File: config.mk
export PLATFORM = sky130hd
export DESIGN_NAME = upd_periph_top
export DESIGN_NICKNAME = d
export VERILOG_FILES = /design/src/logic/intr_pkg.sv /design/src/logic/spr_pkg.sv /design/src/logic/upd_periph_top.sv /design/src/logic/vector_issue.sv /design/src/logic/int_controller.sv /design/src/logic/interval_timer.sv /design/src/logic/int_sampler.sv /design/src/logic/spr_access.sv
export SDC_FILE = /design/constraint.sdc
export NUM_CORES = 1
export LEC_CHECK = 0
export BUFFER_PORTS_ARGS = -buffer_cell sky130_fd_sc_hd__buf_2
export CAP_MARGIN = 20
export CORE_MARGIN = 1.5
export CORE_UTILIZATION = 35
export CTS_CLUSTER_DIAMETER = 40
export CTS_CLUSTER_SIZE = 30
export DETAILED_ROUTE_END_ITERATION = 7
export GPL_TIMING_DRIVEN = 1
export PLACE_DENSITY = 0.64
export SKIP_CTS_REPAIR_TIMING = 1
export SLEW_MARGIN = 30
export SYNTH_ARGS = -nofsm -noshare
export SYNTH_HDL_FRONTEND = slang
export SYNTH_HIERARCHICAL = 1
export SYNTH_SLANG_ARGS = --single-unit
File: constraint.sdc
create_clock -name CLK -period 2.2 [get_ports CLK]
set_clock_uncertainty 0.1 [all_clocks]
set_input_delay 0 -clock CLK [delete_from_list [all_inputs] [get_ports CLK]]
set_output_delay 0 -clock CLK [all_outputs]
set_load 0.005 [all_outputs]
File: src/logic/intr_pkg.sv
`default_nettype none

package intr_pkg;

  ////////////////////////////////////////////////////////////
  // Interrupt sources

  // Lower index wins
  typedef enum logic [1:0] {
    INT_SRC_INT0 = 2'd0,
    INT_SRC_INTT = 2'd1,
    INT_SRC_INT1 = 2'd2,
    INT_SRC_INT2 = 2'd3
  } int_src_e;

  localparam int NUM_SRC = 4;

  // Vector address per source, indexed by int_src_e
  localparam logic [NUM_SRC-1:0][7:0] VEC_ADDR = {
    8'h20,
    8'h10,
    8'h08,
    8'h04
  };

  typedef struct packed {
    logic     valid;
    int_src_e src;
    logic [7:0] addr;
  } int_vec_t;

  ////////////////////////////////////////////////////////////
  // Sampler and timer constants

  localparam int TICK_DIV = 12;
  // History is shifted in at bit 0, so bit 3 is the oldest sample
  localparam logic [3:0] FILTER_PATTERN = 4'b0111;
  localparam int PRESCALE_W = 3;

  // MK bit 5 set selects a rising INT2
  localparam int MK_INT2_EDGE = 5;

  // Outstanding vectors allowed toward the consumer
  localparam int INT_CREDITS = 2;

endpackage

`default_nettype wire

File: src/logic/spr_pkg.sv
`default_nettype none

package spr_pkg;

  ////////////////////////////////////////////////////////////
  // Register map

  // Special-register numbering of the uPD7801
  typedef enum logic [3:0] {
    SPR_PA  = 4'd0,
    SPR_PB  = 4'd1,
    SPR_PC  = 4'd2,
    SPR_MK  = 4'd3,
    SPR_MB  = 4'd4,
    SPR_MC  = 4'd5,
    SPR_TM0 = 4'd6,
    SPR_TM1 = 4'd7
  } spr_addr_e;

  localparam int SPR_DATA_W = 8;
  localparam int TM_W = 12;

  ////////////////////////////////////////////////////////////
  // Reset values and fixed patterns

  // Mode bit set means input
  localparam logic [SPR_DATA_W-1:0] MODE_RESET = 8'hff;
  // Every source masked
  localparam logic [SPR_DATA_W-1:0] MK_RESET = 8'hff;
  // PC6..PC2 are outputs whatever MC holds
  localparam logic [SPR_DATA_W-1:0] PC_FIXED_OE = 8'b0111_1100;

  // One access per cycle, write and read may share it
  typedef struct packed {
    logic                  wr;
    logic                  rd;
    spr_addr_e             addr;
    logic [SPR_DATA_W-1:0] wdata;
  } spr_req_t;

endpackage

`default_nettype wire
File: src/logic/upd_periph_top.sv
`default_nettype none

module upd_periph_top (
  input  logic               CLK,
  input  logic               rst_n,
  input  spr_pkg::spr_req_t  spr_req,
  output logic [7:0]         rd_data,
  input  logic               int0,
  input  logic               int1,
  input  logic               int2,
  output logic [7:0]         pa_out,
  input  logic [7:0]         pb_in,
  output logic [7:0]         pb_out,
  output logic [7:0]         pb_oe,
  input  logic [7:0]         pc_in,
  output logic [7:0]         pc_out,
  output logic [7:0]         pc_oe,
  output intr_pkg::int_vec_t vec,
  input  logic               credit_return
);
  import spr_pkg::*;
  import intr_pkg::*;

  logic [SPR_DATA_W-1:0] mk;
  logic [TM_W-1:0]       tm_reload;
  logic                  set_int1, set_int2;
  logic                  underflow;
  logic                  taken;
  int_vec_t              req;

  spr_access u_spr_access (
    .CLK       (CLK),
    .rst_n     (rst_n),
    .spr_req   (spr_req),
    .pb_in     (pb_in),
    .pc_in     (pc_in),
    .rd_data   (rd_data),
    .mk        (mk),
    .tm_reload (tm_reload),
    .pa_out    (pa_out),
    .pb_out    (pb_out),
    .pb_oe     (pb_oe),
    .pc_out    (pc_out),
    .pc_oe     (pc_oe)
  );

  int_sampler u_int_sampler (
    .CLK         (CLK),
    .rst_n       (rst_n),
    .int1        (int1),
    .int2        (int2),
    .int2_rising (mk[MK_INT2_EDGE]),
    .set_int1    (set_int1),
    .set_int2    (set_int2)
  );

  interval_timer u_interval_timer (
    .CLK       (CLK),
    .rst_n     (rst_n),
    .tm_reload (tm_reload),
    .underflow (underflow)
  );

  int_controller u_int_controller (
    .CLK       (CLK),
    .rst_n     (rst_n),
    .int0      (int0),
    .set_int1  (set_int1),
    .set_int2  (set_int2),
    .underflow (underflow),
    .mk        (mk),
    .taken     (taken),
    .req       (req)
  );

  vector_issue u_vector_issue (
    .CLK           (CLK),
    .rst_n         (rst_n),
    .req           (req),
    .credit_return (credit_return),
    .taken         (taken),
    .vec           (vec)
  );

endmodule

`default_nettype wire

File: src/logic/vector_issue.sv
`default_nettype none

module vector_issue (
  input  logic               CLK,
  input  logic               rst_n,
  input  intr_pkg::int_vec_t req,
  input  logic               credit_return,
  output logic               taken,
  output intr_pkg::int_vec_t vec
);
  import intr_pkg::*;

  localparam int CRED_W = $clog2(INT_CREDITS + 1);

  logic [CRED_W-1:0] credits;
  logic              refund;

  // No back-to-back issue, the flag clears on the taken edge
  assign taken = req.valid & (credits != '0) & ~vec.valid;

  always_ff @(posedge CLK or negedge rst_n) begin
    if (!rst_n) begin
      vec <= '0;
    end else if (taken) begin
      vec <= req;
    end else begin
      vec <= '0;
    end
  end

  // Returns beyond the pool are dropped
  assign refund = credit_return & (credits != CRED_W'(INT_CREDITS));

  always_ff @(posedge CLK or negedge rst_n) begin
    if (!rst_n) begin
      credits <= CRED_W'(INT_CREDITS);
    end else if (vec.valid & ~credit_return) begin
      credits <= credits - 1'b1;
    end else if (refund & ~vec.valid) begin
      credits <= credits + 1'b1;
    end
  end

endmodule

`default_nettype wire

File: src/logic/int_controller.sv
`default_nettype none

module int_controller (
  input  logic               CLK,
  input  logic               rst_n,
  input  logic               int0,
  input  logic               set_int1,
  input  logic               set_int2,
  input  logic               underflow,
  input  logic [7:0]         mk,
  input  logic               taken,
  output intr_pkg::int_vec_t req
);
  import intr_pkg::*;

  logic [NUM_SRC-1:0] pend;
  logic [NUM_SRC-1:0] pend_set;
  logic [NUM_SRC-1:0] pend_clr;
  logic [NUM_SRC-1:0] active;

  ////////////////////////////////////////////////////////////
  // Pending flags

  always_comb begin
    pend_set = '0;
    pend_clr = '0;
    // INT0 follows the level
    pend_set[INT_SRC_INT0] = int0 & ~pend[INT_SRC_INT0];
    pend_clr[INT_SRC_INT0] = ~int0;
    pend_set[INT_SRC_INTT] = underflow;
    pend_set[INT_SRC_INT1] = set_int1;
    pend_set[INT_SRC_INT2] = set_int2;
    if (taken) begin
      pend_clr[req.src] = 1'b1;
    end
  end

  // A new event on a flag being taken wins
  always_ff @(posedge CLK or negedge rst_n) begin
    if (!rst_n) begin
      pend <= '0;
    end else begin
      pend <= (pend & ~pend_clr) | pend_set;
    end
  end

  ////////////////////////////////////////////////////////////
  // Mask and priority

  // MK bit set masks the source
  assign active = pend & ~mk[NUM_SRC-1:0];

  always_comb begin
    req.valid = |active;
    req.src   = INT_SRC_INT0;
    for (int i = NUM_SRC - 1; i >= 0; i--) begin
      if (active[i]) begin
        req.src = int_src_e'(i);
      end
    end
    req.addr = VEC_ADDR[req.src];
  end

endmodule

`default_nettype wire

File: src/logic/interval_timer.sv
`default_nettype none

module interval_timer (
  input  logic                     CLK,
  input  logic                     rst_n,
  input  logic [spr_pkg::TM_W-1:0] tm_reload,
  output logic                     underflow
);
  import spr_pkg::*;
  import intr_pkg::*;

  localparam int CNT_W = TM_W + PRESCALE_W;

  // Low PRESCALE_W bits form the /8 prescaler
  logic [CNT_W-1:0] cnt;

  assign underflow = (cnt == '0);

  // Zero lasts one cycle, so the period is (reload + 1) * 8
  always_ff @(posedge CLK or negedge rst_n) begin
    if (!rst_n) begin
      cnt <= '1;
    end else if (underflow) begin
      cnt <= {tm_reload, {PRESCALE_W{1'b1}}};
    end else begin
      cnt <= cnt - 1'b1;
    end
  end

endmodule

`default_nettype wire

File: src/logic/int_sampler.sv
`default_nettype none

module int_sampler (
  input  logic CLK,
  input  logic rst_n,
  input  logic int1,
  input  logic int2,
  input  logic int2_rising,
  output logic set_int1,
  output logic set_int2
);
  import intr_pkg::*;

  localparam int DIV_W = $clog2(TICK_DIV);

  logic [DIV_W-1:0] div_cnt;
  logic             tick;
  logic [3:0]       hist1, hist2;
  logic             int2_pol;

  // Internal /12 tick
  assign tick = (div_cnt == DIV_W'(TICK_DIV - 1));

  always_ff @(posedge CLK or negedge rst_n) begin
    if (!rst_n) begin
      div_cnt <= '0;
    end else begin
      div_cnt <= tick ? '0 : div_cnt + 1'b1;
    end
  end

  // Falling INT2 is turned into a rising one
  assign int2_pol = int2 ^ ~int2_rising;

  always_ff @(posedge CLK or negedge rst_n) begin
    if (!rst_n) begin
      hist1 <= '0;
      hist2 <= '0;
    end else if (tick) begin
      hist1 <= {hist1[2:0], int1};
      hist2 <= {hist2[2:0], int2_pol};
    end
  end

  // One low then three highs
  assign set_int1 = tick & (hist1 == FILTER_PATTERN);
  assign set_int2 = tick & (hist2 == FILTER_PATTERN);

endmodule

`default_nettype wire

File: src/logic/spr_access.sv
`default_nettype none

module spr_access (
  input  logic                               CLK,
  input  logic                               rst_n,
  input  spr_pkg::spr_req_t                  spr_req,
  input  logic [spr_pkg::SPR_DATA_W-1:0]     pb_in,
  input  logic [spr_pkg::SPR_DATA_W-1:0]     pc_in,
  output logic [spr_pkg::SPR_DATA_W-1:0]     rd_data,
  output logic [spr_pkg::SPR_DATA_W-1:0]     mk,
  output logic [spr_pkg::TM_W-1:0]           tm_reload,
  output logic [spr_pkg::SPR_DATA_W-1:0]     pa_out,
  output logic [spr_pkg::SPR_DATA_W-1:0]     pb_out,
  output logic [spr_pkg::SPR_DATA_W-1:0]     pb_oe,
  output logic [spr_pkg::SPR_DATA_W-1:0]     pc_out,
  output logic [spr_pkg::SPR_DATA_W-1:0]     pc_oe
);
  import spr_pkg::*;

  logic [SPR_DATA_W-1:0] pa_q, pb_q, pc_q, mb_q, mc_q;
  logic [TM_W-1:0]       tm_q;
  logic [SPR_DATA_W-1:0] pb_rd, pc_rd;
  logic [SPR_DATA_W-1:0] rd_mux;

  ////////////////////////////////////////////////////////////
  // Register writes

  always_ff @(posedge CLK or negedge rst_n) begin
    if (!rst_n) begin
      pa_q <= '0;
      pb_q <= '0;
      pc_q <= '0;
      mk   <= MK_RESET;
      mb_q <= MODE_RESET;
      mc_q <= MODE_RESET;
      tm_q <= '1;
    end else if (spr_req.wr) begin
      case (spr_req.addr)
        SPR_PA:  pa_q <= spr_req.wdata;
        SPR_PB:  pb_q <= spr_req.wdata;
        SPR_PC:  pc_q <= spr_req.wdata;
        SPR_MK:  mk   <= spr_req.wdata;
        SPR_MB:  mb_q <= spr_req.wdata;
        SPR_MC:  mc_q <= spr_req.wdata;
        SPR_TM0: tm_q[7:0] <= spr_req.wdata;
        // Only the low nibble of TM1 exists
        SPR_TM1: tm_q[TM_W-1:8] <= spr_req.wdata[TM_W-9:0];
        default: ;
      endcase
    end
  end

  // Port pins
  assign pa_out = pa_q;
  assign pb_out = pb_q;
  assign pb_oe  = ~mb_q;
  assign pc_oe  = {~mc_q[7], 5'b0, ~mc_q[1:0]} | PC_FIXED_OE;
  // MC bits set on 7..2 hand the pin to its control function
  assign pc_out = pc_q & {mc_q[7:2], ~mc_q[1:0]};

  assign tm_reload = tm_q;

  ////////////////////////////////////////////////////////////
  // Readback

  // Pin for input bits, latch for output bits
  assign pb_rd = (pb_in & ~pb_oe) | (pb_q & pb_oe);
  assign pc_rd = (pc_in & ~pc_oe) | (pc_q & pc_oe);

  always_comb begin
    case (spr_req.addr)
      SPR_PA:  rd_mux = pa_q;
      SPR_PB:  rd_mux = pb_rd;
      SPR_PC:  rd_mux = pc_rd;
      SPR_MK:  rd_mux = mk;
      SPR_MB:  rd_mux = mb_q;
      SPR_MC:  rd_mux = mc_q;
      SPR_TM0: rd_mux = tm_q[7:0];
      SPR_TM1: rd_mux = {4'h0, tm_q[TM_W-1:8]};
      default: rd_mux = '0;
    endcase
  end

  // Held until the next read
  always_ff @(posedge CLK or negedge rst_n) begin
    if (!rst_n) begin
      rd_data <= '0;
    end else if (spr_req.rd) begin
      rd_data <= rd_mux;
    end
  end

endmodule

`default_nettype wire

==> results.sh <==
export IMPL_die_area_sq_mm=0.01699
export IMPL_synth_async_sr_flop_share=1.000
export IMPL_place_hpwl_um=9445
export IMPL_route_detailed_vias_per_inst=5.063
export IMPL_layout_min_cycle_time_ns=2.010
export IMPL_distinct_cell_type_count_of_the_synthesized_netlist=64
export IMPL_fmaxAchievable_ghz=0.4976
export IMPL_gp_congestion=0.8081
export IMPL_dr_first_iter_drc_count=191
export IMPL_clock_tree_buffer_depth=2
export IMPL_grt_pass1_wl_um=21010
export IMPL_clock_tree_htree_level_count=3
export IMPL_max_slew_margin_rel=0.5812
export IMPL_cts_buffers=9
export IMPL_internal_power_uw=4341
export IMPL_timing_critical_path_required_ns=2.39
export IMPL_p_clk_frac=0.256
export IMPL_startpoint_type="flip-flop"
export IMPL_die_w_um=130.3
export IMPL_grt_start_max_net_pins=53
export IMPL_final_hold_violation_count=0
export IMPL_final_hold_worst_slack_ns=0.008798
export IMPL_path_cells="inv_1 -> ha_1 -> nor3b_4 -> nand2_1 -> or3_1 -> buf_4 -> mux2_4"
export IMPL_antenna_found_initial=0
export IMPL_timing_final_setup_violations=0
export IMPL_first_global_vias=3853
export IMPL_layout_worst_path_cycle_share=0.9134
export IMPL_layout_cell_share_with_drive_strength_beyond_1=0.4494
export IMPL_r2r_slack_ns=0.19
export IMPL_clk_pin_slew_ns=0.08
export IMPL_vdd_ir_drop_max_mv=0.6074
export IMPL_clock_sinks=112
export IMPL_run_status="finished clean"
export IMPL_ys_dominant_reg_cell="sky130_fd_sc_hd__dfrtp_1"
export IMPL_die_height_um=130.3
export IMPL_drc=0
export IMPL_power_share_combinational=0.236
export IMPL_number_of_flip_flops_and_latches_in_the_synthesized_netlist=112
export IMPL_pre_cts_ws_ns=0.1580
export IMPL_layout_nets=617
export IMPL_netSwitchingFraction=0.3070
export IMPL_highest_metal_used="met4"
export IMPL_postSynthAreaPerCell_sq_um=12.00
export IMPL_critical_path_slowest_cell="sky130_fd_sc_hd__dfstp_2"
export IMPL_grt_overflow=0
export IMPL_total_power_uw=6265
export IMPL_summed_instance_area_of_the_synthesized_netlist_sq_mm=0.005675
export IMPL_crit_path_end_kind="flip-flop"
export IMPL_synth_enable_flop_cells=0
export IMPL_floorplan_rows=46
export IMPL_layout_filler_cell_count=1546
export IMPL_drt_met1_wl_um=6238
export IMPL_timing_max_transition_violations_final=0
export IMPL_clock_root_cell="sky130_fd_sc_hd__clkbuf_16"
export IMPL_timing_worst_setup_path_type="flip-flop to flip-flop"
export IMPL_tritoncts_clock_tree="yes"
export IMPL_antenna_diode_count=0
export IMPL_port_buffer_count=84
export IMPL_core_area_sq_mm=0.01589
export IMPL_wl_met3_um=708
export IMPL_worstPathBufferInverterCount=2
export IMPL_power_switching_uw=1924
export IMPL_netlist_top_cells_area="sky130_fd_sc_hd__dfrtp_1 26%, sky130_fd_sc_hd__dfstp_2 24%, sky130_fd_sc_hd__mux2_2 13%"
export IMPL_timing_max_cap_violations=0
export IMPL_antenna_left=0
export IMPL_routed_wl_met2_um=6292
export IMPL_post_route_worst_setup_slack_ns=0.1905
export IMPL_i_o_pin_cnt=95
export IMPL_detail_route_first_pass_iterations=5
export IMPL_wl_per_cell_um=16.73
export IMPL_synth_yosys_seq_area_share=0.5053
export IMPL_yosysWarningCount=6
export IMPL_critPathArrivalTime_ns=2.20
export IMPL_worstPathMaxFanout=8
export IMPL_placedInstanceArea_sq_mm=0.006335
export IMPL_p_per_area_mw_per_mm2=925.3
export IMPL_postRouteWirelength_um=13360
export IMPL_tightestPinTransition_ns=0.6124
export IMPL_initial_core_util=0.3573
export IMPL_worstHoldPathType="primary input to flip-flop"
export IMPL_critPathTopFamily="simple AND/OR/NAND/NOR gates"
export IMPL_global_route_usage_total=0.1626
export IMPL_synth_top_cell_by_area="sky130_fd_sc_hd__dfrtp_1"
export IMPL_stdcell_area_sq_mm=0.006770
export IMPL_critPathMaxStageDelay_ns=0.39
export IMPL_finalSetupTns_ns=0
export IMPL_synth_top_cell_area_share=0.2646
export IMPL_detailroute_via_count=4045
export IMPL_synthesis_instances=473
export IMPL_total_leakage_power_uw=0.003047
export IMPL_worstSkewPairLatency_ns=0.36
export IMPL_flow_area_growth_from_synthesis_pct=19.29
export IMPL_rsz0062_at_grt="no"
export IMPL_seq_power_share=0.508
-- layout make-up --
cell class              count  area (sq um)  area share
flip-flops and latches    112          2868      0.4236
multi-input cells         315          2554      0.3772
repair buffers            113         688.2      0.1016
well taps                 216         270.3     0.03992
clock buffers               9         225.2     0.03327
inverters                  27         101.3     0.01497
clock inverters             7         63.81    0.009425
-- worst register-to-register path, delay by kind of cell (launching register included) --
family	cells	cell delay [ns]
AND/OR/NAND/NOR	3	0.71
multiplexers	1	0.30
adder cells (fa/ha/maj)	1	0.18
flip-flops	1	0.39
buffers and inverters	2	0.27
-- state kept, by name, summed over array words and instances, names as in the netlist --
signal / count
u_int_sampler/div_cnt: 4
u_spr_access/mb_q: 8
u_spr_access/mc_q: 8
u_int_sampler/hist2: 4
u_int_controller/pend: 4
u_spr_access/pa_out: 8
u_spr_access/rd_data: 8
u_spr_access/pb_out: 8
u_spr_access/mk: 8
u_int_sampler/hist1: 4
u_spr_access/tm_reload: 12
u_spr_access/pc_q: 8
u_interval_timer/cnt: 15
u_vector_issue/vec: 11
u_vector_issue/credits: 2
-- worst paths after layout --
check,endpoint,depth (start not counted),startpoint
max reg2reg,u_interval_timer/cnt[9]$_DFF_PN1_,7,u_interval_timer/cnt[0]$_DFF_PN1_
min,u_spr_access/rd_data[5]$_DFFE_PN0P_,4,pb_in[5]
min reg2reg,u_int_sampler/div_cnt[0]$_DFF_PN0_,1,u_int_sampler/div_cnt[0]$_DFF_PN0_
min in group asynchronous,u_int_sampler/hist1[1]$_DFFE_PN0N_,2,rst_n
max,u_interval_timer/cnt[9]$_DFF_PN1_,7,u_interval_timer/cnt[0]$_DFF_PN1_
max in group asynchronous,u_vector_issue/credits[1]$_DFFE_PN1P_,3,rst_n
-- placed cells by master (no fill, tap or decap), drive strengths merged, types with 5 or more instances in the layout --
cell	instances
buf	99
mux2	76
dfrtp	60
dfstp	52
inv	30
nor2	25
nand2	21
and2	18
dlygate4sd3	14
nand2b	14
a21oi	12
nand3	10
o21ai	10
clkbuf	9
conb	9
nand3b	9
a31oi	8
xnor2	8
mux2i	8
nor3	6
nor2b	6
nor3b	6
o31ai	5
o22ai	5
nor4	5
nor4b	5
-- cell usage after synthesis, types with 10 or more instances --
cell type and number:
sky130_fd_sc_hd__mux2_2 65, sky130_fd_sc_hd__dfrtp_1 60, sky130_fd_sc_hd__dfstp_2 52, sky130_fd_sc_hd__inv_1 27, sky130_fd_sc_hd__nor2_1 23, sky130_fd_sc_hd__nand2_1 19
sky130_fd_sc_hd__and2_1 18, sky130_fd_sc_hd__buf_4 16, sky130_fd_sc_hd__nand2b_1 14, sky130_fd_sc_hd__mux2_4 11, sky130_fd_sc_hd__a21oi_1 10, sky130_fd_sc_hd__nand3_1 10
sky130_fd_sc_hd__o21ai_0 10
-- kinds of logic (layout without fill, tap and decap cells) --
| kind of cell | Yosys count | after routing | synth area share |
|---|---|---|---|
| AND/OR/NAND/NOR | 141 | 141 | 0.1623 |
| XOR/XNOR | 12 | 12 | 0.01852 |
| AO/OA/AOI/OAI | 65 | 65 | 0.07937 |
| adder cells (fa/ha/maj) | 3 | 3 | 0.006614 |
| multiplexers | 85 | 85 | 0.1761 |
| flip-flops | 112 | 112 | 0.5053 |
| buffers and inverters | 53 | 156 | 0.05049 |
| other | 2 | 9 | 0.001323 |
-- per-stage QoR --
step,utilization,instances
4_1_cts,0.4170,785
2_1_floorplan,-,480
3_5_place_dp,0.3988,769
3_3_place_gp,0.3988,769
6_report,0.4262,799
5_1_grt,0.4262,799
-- per-layer routing --
| metal | GRT usage | up-vias |
|---|---|---|
| li1 | - | 1891 |
| met1 | 0.2280 | 2029 |
| met2 | 0.2529 | 115 |
| met3 | 0.04100 | 10 |
| met4 | 0.03878 | 0 |
| met5 | 0 | - |
-- power by group through the flow --
stage               combinational [uW]  clock (uW)  sequential (uW)
finish                            1480        1600             3180
global route                      1640        1730             3260
CTS                               1470        1640             3180
detailed placement                1460           0             3210
global placement                  1410           0             3190
floorplan                         1000           0             3090
Power figures use the tool's default switching activity.
